===== config.mk =====
export PLATFORM = sky130hd
export DESIGN_NAME = bus_top
export DESIGN_NICKNAME = d
export VERILOG_FILES = /design/src/source/bus_pkg.sv /design/src/source/bus_arbiter.sv /design/src/source/bus_top.sv /design/src/source/line_serializer.sv /design/src/source/ser_beat_counter.sv /design/src/source/ser_fsm.sv
export VERILOG_INCLUDE_DIRS = /design/src /design/src/source
export SDC_FILE = /design/constraint.sdc
export NUM_CORES = 1
export LEC_CHECK = 0
export BUFFER_PORTS_ARGS = -buffer_cell sky130_fd_sc_hd__buf_2
export CORE_ASPECT_RATIO = 0.8
export CORE_UTILIZATION = 25
export DETAILED_ROUTE_END_ITERATION = 8
export SLEW_MARGIN = 30
export SYNTH_ARGS = -nofsm -noshare
export SYNTH_HDL_FRONTEND = slang
export SYNTH_SLANG_ARGS = --single-unit

===== constraint.sdc =====
create_clock -name clk_bus -period 19.69 [get_ports clk_bus]
set_input_delay 2.9535 -clock clk_bus [delete_from_list [all_inputs] [get_ports clk_bus]]
set_output_delay 2.9535 -clock clk_bus [all_outputs]
set_load 0.005 [all_outputs]

===== src/source/bus_consts.svh =====
`ifndef BUS_CONSTS_SVH
`define BUS_CONSTS_SVH

// line held by one serializer, in bits
`define LINE_W 128

// one bus word
`define WORD_W 32

// words per full line
`define BEATS 4

// header field widths
`define PADR_W 15
`define ID_W   4
`define SIZE_W 16

`endif


===== src/source/bus_pkg.sv =====
`default_nettype none

package bus_pkg;

    // serializer sequence
    // free -> request -> wait for grant -> send
    typedef enum logic [1:0] {
        ST_FREE = 2'd0,
        ST_REQ  = 2'd1,
        ST_WAIT = 2'd2,
        ST_SEND = 2'd3
    } ser_state_e;

    // transfer direction carried in the header
    typedef enum logic {
        BUS_RD = 1'b0,
        BUS_WR = 1'b1
    } bus_op_e;

endpackage

`default_nettype wire


===== src/source/bus_arbiter.sv =====
`default_nettype none
`timescale 1ns/1ps

`include "bus_consts.svh"

module bus_arbiter (
    input  logic               clk_bus,
    input  logic               arst_n,
    input  logic               req_a,
    input  logic               req_b,
    input  logic               release_a,
    input  logic               release_b,
    input  logic               valid_a,
    input  logic               valid_b,
    input  logic [`WORD_W-1:0] word_a,
    input  logic [`WORD_W-1:0] word_b,
    input  logic [`PADR_W-1:0] padr_a,
    input  logic [`PADR_W-1:0] padr_b,
    input  logic [`ID_W-1:0]   dest_a,
    input  logic [`ID_W-1:0]   dest_b,
    input  logic [`ID_W-1:0]   ret_a,
    input  logic [`ID_W-1:0]   ret_b,
    input  bus_pkg::bus_op_e   op_a,
    input  bus_pkg::bus_op_e   op_b,
    input  logic [`SIZE_W-1:0] size_a,
    input  logic [`SIZE_W-1:0] size_b,
    output logic               ack_a,
    output logic               ack_b,
    output logic               grant_a,
    output logic               grant_b,
    output logic               bus_valid,
    output logic [`WORD_W-1:0] bus_data,
    output logic [`PADR_W-1:0] bus_padr,
    output logic [`ID_W-1:0]   bus_dest,
    output logic [`ID_W-1:0]   bus_ret,
    output bus_pkg::bus_op_e   bus_op,
    output logic [`SIZE_W-1:0] bus_size,
    output logic [`ID_W-1:0]   bus_src
);
    import bus_pkg::*;

    logic req_a_q;
    logic req_b_q;
    logic pend_a;
    logic pend_b;
    logic last_b;
    logic idle;
    logic pick_a;
    logic pick_b;

    // round robin, the port that did not own the bus last wins a tie
    assign idle   = !grant_a && !grant_b;
    assign pick_a = idle && pend_a && (!pend_b || last_b);
    assign pick_b = idle && pend_b && !pick_a;

    always_ff @(posedge clk_bus or negedge arst_n) begin
        if (!arst_n) begin
            req_a_q <= 1'b0;
            req_b_q <= 1'b0;
            ack_a   <= 1'b0;
            ack_b   <= 1'b0;
            pend_a  <= 1'b0;
            pend_b  <= 1'b0;
            grant_a <= 1'b0;
            grant_b <= 1'b0;
            last_b  <= 1'b1;
        end else begin
            req_a_q <= req_a;
            req_b_q <= req_b;
            // one ack per rising req
            ack_a   <= req_a && !req_a_q;
            ack_b   <= req_b && !req_b_q;
            if (ack_a) begin
                pend_a <= 1'b1;
            end else if (pick_a) begin
                pend_a <= 1'b0;
            end
            if (ack_b) begin
                pend_b <= 1'b1;
            end else if (pick_b) begin
                pend_b <= 1'b0;
            end
            // grant drops after release, leaving one idle cycle
            if (pick_a) begin
                grant_a <= 1'b1;
                last_b  <= 1'b0;
            end else if (release_a) begin
                grant_a <= 1'b0;
            end
            if (pick_b) begin
                grant_b <= 1'b1;
                last_b  <= 1'b1;
            end else if (release_b) begin
                grant_b <= 1'b0;
            end
        end
    end

    ////////////////////////////////////////////////////////////
    // bus driver, zeros while nobody sends
    ////////////////////////////////////////////////////////////
    always_comb begin
        bus_valid = 1'b0;
        bus_data  = '0;
        bus_padr  = '0;
        bus_dest  = '0;
        bus_ret   = '0;
        bus_op    = BUS_RD;
        bus_size  = '0;
        bus_src   = '0;
        if (grant_a && valid_a) begin
            bus_valid = 1'b1;
            bus_data  = word_a;
            bus_padr  = padr_a;
            bus_dest  = dest_a;
            bus_ret   = ret_a;
            bus_op    = op_a;
            bus_size  = size_a;
            bus_src   = `ID_W'(0);
        end else if (grant_b && valid_b) begin
            bus_valid = 1'b1;
            bus_data  = word_b;
            bus_padr  = padr_b;
            bus_dest  = dest_b;
            bus_ret   = ret_b;
            bus_op    = op_b;
            bus_size  = size_b;
            bus_src   = `ID_W'(1);
        end
    end

endmodule

`default_nettype wire


===== src/source/bus_top.sv =====
`default_nettype none
`timescale 1ns/1ps

`include "bus_consts.svh"

module bus_top (
    input  logic               clk_bus,
    input  logic               arst_n,
    input  logic               valid_a,
    input  logic [`PADR_W-1:0] padr_a,
    input  logic [`LINE_W-1:0] data_a,
    input  logic [`ID_W-1:0]   dest_a,
    input  logic [`ID_W-1:0]   ret_a,
    input  bus_pkg::bus_op_e   op_a,
    input  logic [`SIZE_W-1:0] size_a,
    output logic               free_a,
    input  logic               valid_b,
    input  logic [`PADR_W-1:0] padr_b,
    input  logic [`LINE_W-1:0] data_b,
    input  logic [`ID_W-1:0]   dest_b,
    input  logic [`ID_W-1:0]   ret_b,
    input  bus_pkg::bus_op_e   op_b,
    input  logic [`SIZE_W-1:0] size_b,
    output logic               free_b,
    output logic               bus_valid,
    output logic [`WORD_W-1:0] bus_data,
    output logic [`PADR_W-1:0] bus_padr,
    output logic [`ID_W-1:0]   bus_dest,
    output logic [`ID_W-1:0]   bus_ret,
    output bus_pkg::bus_op_e   bus_op,
    output logic [`SIZE_W-1:0] bus_size,
    output logic [`ID_W-1:0]   bus_src
);
    import bus_pkg::*;

    // per port links to the arbiter
    logic               ack_a, ack_b, grant_a, grant_b;
    logic               req_a, req_b, release_a, release_b;
    logic               wvalid_a, wvalid_b;
    logic [`WORD_W-1:0] word_a, word_b;
    logic [`PADR_W-1:0] wpadr_a, wpadr_b;
    logic [`ID_W-1:0]   wdest_a, wdest_b, wret_a, wret_b;
    bus_op_e            wop_a, wop_b;
    logic [`SIZE_W-1:0] wsize_a, wsize_b;

    line_serializer u_ser_a (
        .clk_bus (clk_bus), .arst_n (arst_n),
        .valid (valid_a), .padr (padr_a), .data (data_a), .dest (dest_a),
        .ret (ret_a), .op (op_a), .size (size_a), .free (free_a),
        .ack (ack_a), .grant (grant_a), .req (req_a), .bus_release (release_a),
        .word_valid (wvalid_a), .word (word_a), .word_padr (wpadr_a),
        .word_dest (wdest_a), .word_ret (wret_a), .word_op (wop_a), .word_size (wsize_a)
    );

    line_serializer u_ser_b (
        .clk_bus (clk_bus), .arst_n (arst_n),
        .valid (valid_b), .padr (padr_b), .data (data_b), .dest (dest_b),
        .ret (ret_b), .op (op_b), .size (size_b), .free (free_b),
        .ack (ack_b), .grant (grant_b), .req (req_b), .bus_release (release_b),
        .word_valid (wvalid_b), .word (word_b), .word_padr (wpadr_b),
        .word_dest (wdest_b), .word_ret (wret_b), .word_op (wop_b), .word_size (wsize_b)
    );

    bus_arbiter u_arb (
        .clk_bus (clk_bus), .arst_n (arst_n),
        .req_a (req_a), .req_b (req_b), .release_a (release_a), .release_b (release_b),
        .valid_a (wvalid_a), .valid_b (wvalid_b), .word_a (word_a), .word_b (word_b),
        .padr_a (wpadr_a), .padr_b (wpadr_b), .dest_a (wdest_a), .dest_b (wdest_b),
        .ret_a (wret_a), .ret_b (wret_b), .op_a (wop_a), .op_b (wop_b),
        .size_a (wsize_a), .size_b (wsize_b),
        .ack_a (ack_a), .ack_b (ack_b), .grant_a (grant_a), .grant_b (grant_b),
        .bus_valid (bus_valid), .bus_data (bus_data), .bus_padr (bus_padr),
        .bus_dest (bus_dest), .bus_ret (bus_ret), .bus_op (bus_op),
        .bus_size (bus_size), .bus_src (bus_src)
    );

endmodule

`default_nettype wire


===== src/source/line_serializer.sv =====
`default_nettype none
`timescale 1ns/1ps

`include "bus_consts.svh"

module line_serializer (
    input  logic                clk_bus,
    input  logic                arst_n,
    input  logic                valid,
    input  logic [`PADR_W-1:0]  padr,
    input  logic [`LINE_W-1:0]  data,
    input  logic [`ID_W-1:0]    dest,
    input  logic [`ID_W-1:0]    ret,
    input  bus_pkg::bus_op_e    op,
    input  logic [`SIZE_W-1:0]  size,
    output logic                free,
    input  logic                ack,
    input  logic                grant,
    output logic                req,
    output logic                bus_release,
    output logic                word_valid,
    output logic [`WORD_W-1:0]  word,
    output logic [`PADR_W-1:0]  word_padr,
    output logic [`ID_W-1:0]    word_dest,
    output logic [`ID_W-1:0]    word_ret,
    output bus_pkg::bus_op_e    word_op,
    output logic [`SIZE_W-1:0]  word_size
);
    import bus_pkg::*;

    ser_state_e        fsm_state;
    logic              load;
    logic              send;
    logic              last_beat;
    logic [1:0]        beat;
    logic [`LINE_W-1:0] line_q;

    ser_fsm u_fsm (
        .clk_bus     (clk_bus),
        .arst_n      (arst_n),
        .valid       (valid),
        .ack         (ack),
        .grant       (grant),
        .last_beat   (last_beat),
        .state       (fsm_state),
        .free        (free),
        .req         (req),
        .bus_release (bus_release),
        .load        (load),
        .send        (send)
    );

    ser_beat_counter u_cnt (
        .clk_bus   (clk_bus),
        .arst_n    (arst_n),
        .load      (load),
        .advance   (send),
        .size      (size),
        .beat      (beat),
        .last_beat (last_beat)
    );

    ////////////////////////////////////////////////////////////
    // line and header capture on acceptance
    ////////////////////////////////////////////////////////////
    always_ff @(posedge clk_bus) begin
        if (load) begin
            line_q    <= data;
            word_padr <= padr;
            word_dest <= dest;
            word_ret  <= ret;
            word_op   <= op;
            word_size <= size;
        end
    end

    // word k sits at bits 32k+31..32k
    assign word       = line_q[beat*`WORD_W +: `WORD_W];
    assign word_valid = (fsm_state == ST_SEND);

endmodule

`default_nettype wire


===== src/source/ser_beat_counter.sv =====
`default_nettype none
`timescale 1ns/1ps

`include "bus_consts.svh"

module ser_beat_counter (
    input  logic               clk_bus,
    input  logic               arst_n,
    input  logic               load,
    input  logic               advance,
    input  logic [`SIZE_W-1:0] size,
    output logic [1:0]         beat,
    output logic               last_beat
);
    logic [`SIZE_W-1:0] words_m1;
    logic [1:0]         limit;
    logic [1:0]         last_idx;

    // index of the final word, ceil(size/4) - 1
    // a zero size still moves one word
    assign words_m1 = (size == '0) ? '0 : (size - 1'b1) >> 2;
    assign limit    = (words_m1 > `SIZE_W'(`BEATS - 1)) ? 2'(`BEATS - 1) : words_m1[1:0];

    assign last_beat = (beat == last_idx);

    always_ff @(posedge clk_bus or negedge arst_n) begin
        if (!arst_n) begin
            beat     <= 2'd0;
            last_idx <= 2'd0;
        end else if (load) begin
            beat     <= 2'd0;
            last_idx <= limit;
        end else if (advance) begin
            beat <= beat + 2'd1;
        end
    end

endmodule

`default_nettype wire


===== src/source/ser_fsm.sv =====
`default_nettype none
`timescale 1ns/1ps

module ser_fsm (
    input  logic                  clk_bus,
    input  logic                  arst_n,
    input  logic                  valid,
    input  logic                  ack,
    input  logic                  grant,
    input  logic                  last_beat,
    output bus_pkg::ser_state_e   state,
    output logic                  free,
    output logic                  req,
    output logic                  bus_release,
    output logic                  load,
    output logic                  send
);
    import bus_pkg::*;

    ser_state_e state_nxt;

    assign free        = (state == ST_FREE);
    assign load        = free && valid;
    assign req         = (state == ST_REQ) || (state == ST_WAIT);
    assign send        = (state == ST_SEND);
    assign bus_release = send && last_beat;

    always_comb begin
        state_nxt = state;
        case (state)
            ST_FREE: begin
                if (valid) begin
                    state_nxt = ST_REQ;
                end
            end
            // arbiter has to acknowledge before grant counts
            ST_REQ: begin
                if (ack) begin
                    state_nxt = ST_WAIT;
                end
            end
            ST_WAIT: begin
                if (grant) begin
                    state_nxt = ST_SEND;
                end
            end
            ST_SEND: begin
                if (last_beat) begin
                    state_nxt = ST_FREE;
                end
            end
            default: state_nxt = ST_FREE;
        endcase
    end

    always_ff @(posedge clk_bus or negedge arst_n) begin
        if (!arst_n) begin
            state <= ST_FREE;
        end else begin
            state <= state_nxt;
        end
    end

endmodule

`default_nettype wire


==> flow_summary.toml, run 1 <==
[logic_synthesis]
synth-main-ff-cell = "edfxtp_1"
synth.area.top_cells = "edfxtp_1 74%, mux4_2 6.6%, mux4_1 4.6%"
netlist_area_sq_mm = 0.0136
netlist_instances = 622
synth-async-reset-ratio = 0.0588
syn_area_per_cell_sq_um = 21.9
ys_ff_latch = 357
yosysTopAreaCell = "edfxtp_1"
yosysWarnings = 0
yosysSeqAreaShare = 0.780
synth_top_area_share = 0.742
synth_edf_count = 336
ys_types = 39

[pwr]
seq_power_share = 0.443
p_sw_frac = 0.290
p_comb_frac = 0.260
leakagePower_nw = 6.70
p_per_area_mw_per_mm2 = 138
p_int_mw = 1.73
p_sw_mw = 0.709
ir_drop_mv = 0.0699
power_frac_clock = 0.296

[cells_and_area]
nFillCells = 5251
utilization = 0.329
mostFrequentLayoutCells = "415 x buf_2, 336 x edfxtp_1, 72 x a22o_1, 40 x mux4_2, 40 x clkbuf_16"
drive_gt1_frac = 0.494
mostFrequentLayoutCell = "buf_2"
area_growth_pct = 30.1
nets = 1401

[sta]
setup_violations = 0
relSlewSlack = 0.375
finalSetupTns_ns = 0
finalWorstSetupSlack_ns = 13.74
worst_pin_slew_ns = 0.937
whs_ns = 0.389
drv_slew = 0
finalClockSkew_ns = 0.0197
hold_viol_final = 0
max_freq_mhz = 168
fin_crit_sh = 0.302
rsz0062_at_grt = "no"
period_minus_slack_ns = 5.95

[hold_path]
hp-class = "flip-flop to flip-flop"
min_from = "u_arb.req_a_q$_DFF_PN0_"
hold_end = "u_arb.ack_a$_DFF_PN0_"
min_path_cells = 1

[routing]
via_per_inst = 4.33
wl_per_cell_um = 19.4
met2_length_mm = 17.0
wl_met1_mm = 14.3
drt-total-wl_mm = 34.7
wl_met3_mm = 2.55
dr_total_vias = 7744
ant_nets = 0
drcViolationCount = 0
top_layer = "met5"
initialDrtViolationCount = 522
firstDrtPassIters = 6

[critical_path]
r2r_start = "u_ser_a.u_fsm.state[0]$_DFFE_PN0P_"
path_class = "flip-flop to output port"
cp.required_ns = 16.74
crit_fanout = 54
rr_endpoint = "u_ser_a.u_cnt.last_idx[0]$_DFFE_PN0P_"
reg2reg_slack_ns = 16.72
worst-r2r-cell-count = 6
end_kind = "output port"
critPathLaunchType = "flip-flop"
arrival_ns = 2.99

[clock_tree]
post_cts_buffers = 0
clock_sinks = 357
hold_buffers = 0
post_cts_resized = 0
cts_buffers = 39
cts_tree = "built"
clock_latency_ns = 0.55
clock_path_buffers = 3
root_buffer = "clkbuf_16"
cts-htree-levels = 2
clkTransAtPathRegs_ns = 0.06

[run]
maxCapViolations = 0

[place]
place_hpwl_mm = 24.3
place.port_buffers = 415
gp_congestion = 0.769
pre_cts_slack_ns = 14.26

[floorplan]
die_h_um = 211
rows = 76
dieArea_sq_mm = 0.0554
start_util = 0.253
ios = 419
core-area_sq_mm = 0.0538
fp.dieW_um = 263

[grt]
antenna_found_initial = 8
grt_max_degree = 73
grt_pass1_vias = 8306
grt_pass1_wl_mm = 51.0
gr-total-overflow = 0
grt_use_total = 0.123

[run_status]
outcome = "finished, final reports clean"
## cell type report
cell class / instances / area, sq um / share of cell area
timing repair buffer: 424 / 2140 / 0.121
antenna: 2 / 5.00 / 0.000283
sequential: 357 / 10600 / 0.600
clock buffer: 49 / 1060 / 0.0602
tap: 702 / 878 / 0.0496
clock inverter: 22 / 205 / 0.0116
multi-input combinational: 221 / 2740 / 0.155
inverter: 10 / 37.5 / 0.00212
## registers in the layout (all words and copies together), names as in the netlist, 2 cells and up
register / cells
u_ser_a.u_fsm.state: 2
u_ser_a.word_ret: 4
u_ser_a.word_padr: 15
u_ser_b.u_cnt.last_idx: 2
u_ser_b.line_q: 128
u_ser_a.word_dest: 4
u_ser_b.word_padr: 15
u_ser_a.u_cnt.last_idx: 2
u_ser_b.word_ret: 4
u_ser_b.word_dest: 4
u_ser_a.word_size: 16
u_ser_b.u_cnt.beat: 2
u_ser_a.line_q: 128
u_ser_a.u_cnt.beat: 2
u_ser_b.word_size: 16
u_ser_b.u_fsm.state: 2
## layer usage
layer	global-route usage	vias up
li1	-	3502
met1	0.153	3879
met2	0.204	284
met3	0.0395	69
met4	0.0402	10
met5	0	-
## worst max path at each step
| stage | startpoint | endpoint | slack, ns | cells after the start |
|---|---|---|---|---|
| floorplan | valid_a | u_ser_a.u_cnt.last_idx[0]$_DFFE_PN0P_ | 10.91 | 4 |
| global placement | u_ser_a.u_fsm.state[0]$_DFFE_PN0P_ | bus_data[0] | 14.36 | 6 |
| detailed placement | u_ser_a.u_fsm.state[0]$_DFFE_PN0P_ | bus_data[2] | 14.26 | 6 |
| CTS | u_ser_a.u_fsm.state[0]$_DFFE_PN0P_ | bus_data[2] | 13.63 | 6 |
| global route | u_ser_b.u_fsm.state[0]$_DFFE_PN0P_ | bus_data[2] | 13.50 | 6 |
| finish | u_ser_a.u_fsm.state[0]$_DFFE_PN0P_ | bus_data[2] | 13.74 | 6 |
## kinds of logic (layout without fill, tap and decap cells)
kind of cell | Yosys count | in the layout | synth area share
compound gates | 91 | 91 | 0.0561
xor+xnor | 8 | 8 | 0.00515
fa+ha+maj | 8 | 8 | 0.00736
buf+inv | 46 | 505 | 0.0192
flops | 357 | 357 | 0.780
mux | 67 | 67 | 0.115
other cells | 1 | 5 | 0.000276
simple gates | 44 | 44 | 0.0165
## per-stage QoR
step	std cells	area, sq um	power, mW
after global routing	1785	17700	2.57
after CTS	1785	17700	2.49
after floorplan	624	13600	1.52
after global placement	1714	16400	1.74
after detailed placement	1714	16400	1.75
final	1787	17700	2.44
## power by group through the flow
stage                     combinational (mW)  clock (mW)  sequential, mW
after global placement                 0.641           0            1.10
after floorplan                        0.446           0            1.07
after global routing                   0.699       0.776            1.10
after detailed placement               0.655           0            1.10
after CTS                              0.656       0.753            1.09
final                                  0.636       0.723            1.08
## cell usage after synthesis, types with 2 or more instances
master    count
o21ai_0       3
a21oi_1       3
edfxtp_1    336
mux4_2       40
mux2_2        2
and2_1        3
a31oi_1       5
clkbuf_1      9
nor2_1       14
nor4_1        6
mux4_1       24
xor2_1        4
nor2b_1       2
buf_4         3
buf_1         2
nand2_1      12
xnor2_1       4
inv_1        10
buf_2        14
o31ai_1       2
a22o_1       72
ha_1          8
buf_6         8
or4b_2        2
dfrtp_1      20
## critical path, stage by stage (launching register included)
cell and delay (ns):
dfrtp_1 0.40, ha_1 0.27, and2_4 0.17, nor2_4 0.56
buf_4 0.62, a22o_1 0.24, buf_2 0.12
No activity file was read; power rests on OpenSTA's default activity.
==> inputs of run 2 (changes only) <==
clock period = 6.2 ns   (was 19.69 ns; I/O delays follow)
==> flow_summary.toml, run 2 (synthesized netlist as in run 1, its figures left out) <==
[run_status]
outcome = "finished, final reports clean"

[sta]
period_minus_slack_ns = 3.94
drv_slew = 0
finalSetupTns_ns = 0
rsz0062_at_grt = "no"
worst_pin_slew_ns = 0.931
relSlewSlack = 0.379
max_freq_mhz = 254
whs_ns = 0.348
hold_viol_final = 0
finalClockSkew_ns = 0.0200
fin_crit_sh = 0.635
setup_violations = 0

[clock_tree]
clock_sinks = 357
cts_buffers = 38
root_buffer = "clkbuf_16"
cts_tree = "built"
hold_buffers = 0
cts-htree-levels = 2
clock_latency_ns = 0.54
post_cts_buffers = 0
clock_path_buffers = 3
clkTransAtPathRegs_ns = 0.06
post_cts_resized = 0

[grt]
gr-total-overflow = 0
grt_pass1_vias = 8209
grt_pass1_wl_mm = 50.3
grt_max_degree = 113
antenna_found_initial = 11
grt_use_total = 0.122

[routing]
firstDrtPassIters = 4
initialDrtViolationCount = 504
via_per_inst = 4.31
drt-total-wl_mm = 34.8
drcViolationCount = 0
wl_per_cell_um = 19.5
ant_nets = 0
dr_total_vias = 7697

[cells_and_area]
mostFrequentLayoutCell = "buf_2"
mostFrequentLayoutCells = "415 x buf_2, 336 x edfxtp_1, 72 x a22o_1, 40 x mux4_2, 39 x clkbuf_16"
utilization = 0.329
reg.largest.list = "u_ser_a.line_q: 128 flops, u_ser_b.line_q: 128 flops"
drive_gt1_frac = 0.494
area_growth_pct = 30.1
nets = 1401
stdcell_count = 1786

[floorplan]
die_h_um = 211
ios = 419
fp.dieW_um = 263
dieArea_sq_mm = 0.0554
start_util = 0.253
core-area_sq_mm = 0.0538
rows = 76

[pwr]
leakagePower_nw = 6.70
p_per_area_mw_per_mm2 = 436
ir_drop_mv = 0.270
power_frac_clock = 0.286
seq_power_share = 0.439
p_comb_frac = 0.275
p_sw_frac = 0.291
p_sw_mw = 2.25
p_int_mw = 5.46

[critical_path]
worst-r2r-cell-count = 4
critPathLaunchType = "flip-flop"
crit_fanout = 45
cp.required_ns = 5.27
path_class = "flip-flop to output port"
end_kind = "output port"
arrival_ns = 3.01

[run]
maxCapViolations = 0

[place]
place.port_buffers = 415
gp_congestion = 0.765
place_hpwl_mm = 24.4
dp_cells = 1713

[hold_path]
hp-class = "primary input to async pin"
-- run 2: final timing paths --
path	slack (ns)	endpoint	from
hold / removal	0.35	u_ser_b.u_cnt.beat[0]$_DFFE_PN0P_	arst_n
setup reg to reg	3.68	u_ser_a.line_q[65]$_DFFE_PP_	u_ser_a.u_fsm.state[0]$_DFFE_PN0P_
max in group asynchronous	5.47	u_ser_a.u_cnt.beat[0]$_DFFE_PN0P_	arst_n
hold reg to reg	0.39	u_arb.ack_a$_DFF_PN0_	u_arb.req_a_q$_DFF_PN0_
setup / recovery	2.26	bus_data[19]	u_ser_a.u_fsm.state[0]$_DFFE_PN0P_
min in group clk_bus	0.39	u_arb.ack_a$_DFF_PN0_	u_arb.req_a_q$_DFF_PN0_
-- run 2: power groups by stage --
stage               logic [mW]  clock network (mW)  registers (mW)
floorplan                 1.42                   0            3.34
global placement          2.04                   0            3.47
detailed placement        2.08                   0            3.49
global route              2.31                2.37            3.43
finish                    2.12                2.20            3.38
CTS                       2.08                2.28            3.45
-- run 2: layout make-up --
type                    instances  area (sq um)
fillers                      5188         36100
flip-flops and latches        357         10600
multi-input cells             221          2740
repair buffers                425          2210
clock buffers                  42           987
well taps                     702           878
clock inverters                25           205
inverters                      10          37.5
diodes                          4          10.0
-- run 2: layer usage --
metal,wire [um],GRT usage,vias up
met5,55,0,-
met4,862,0.0434,8
met3,2710,0.0435,70
met2,16700,0.201,292
met1,14500,0.149,3833
li1,-,-,3494
-- run 2: critical path, cell delays in order, from the launching register on --
cell	delay, ns
dfrtp_1	0.40
ha_1	0.28
and2_4	0.29
nor2_4	0.43
buf_16	0.23
buf_4	0.44
a22o_1	0.21
buf_2	0.11
-- run 2: per-stage QoR --
stage          power (mW)  cell area, sq um  setup WS [ns]
6_report             7.71             17700           2.26
5_1_grt              8.11             17700           2.11
4_1_cts              7.81             17600           1.86
3_5_place_dp         5.57             16400           2.47
3_3_place_gp         5.51             16400           2.63
2_1_floorplan        4.76             13600           2.25
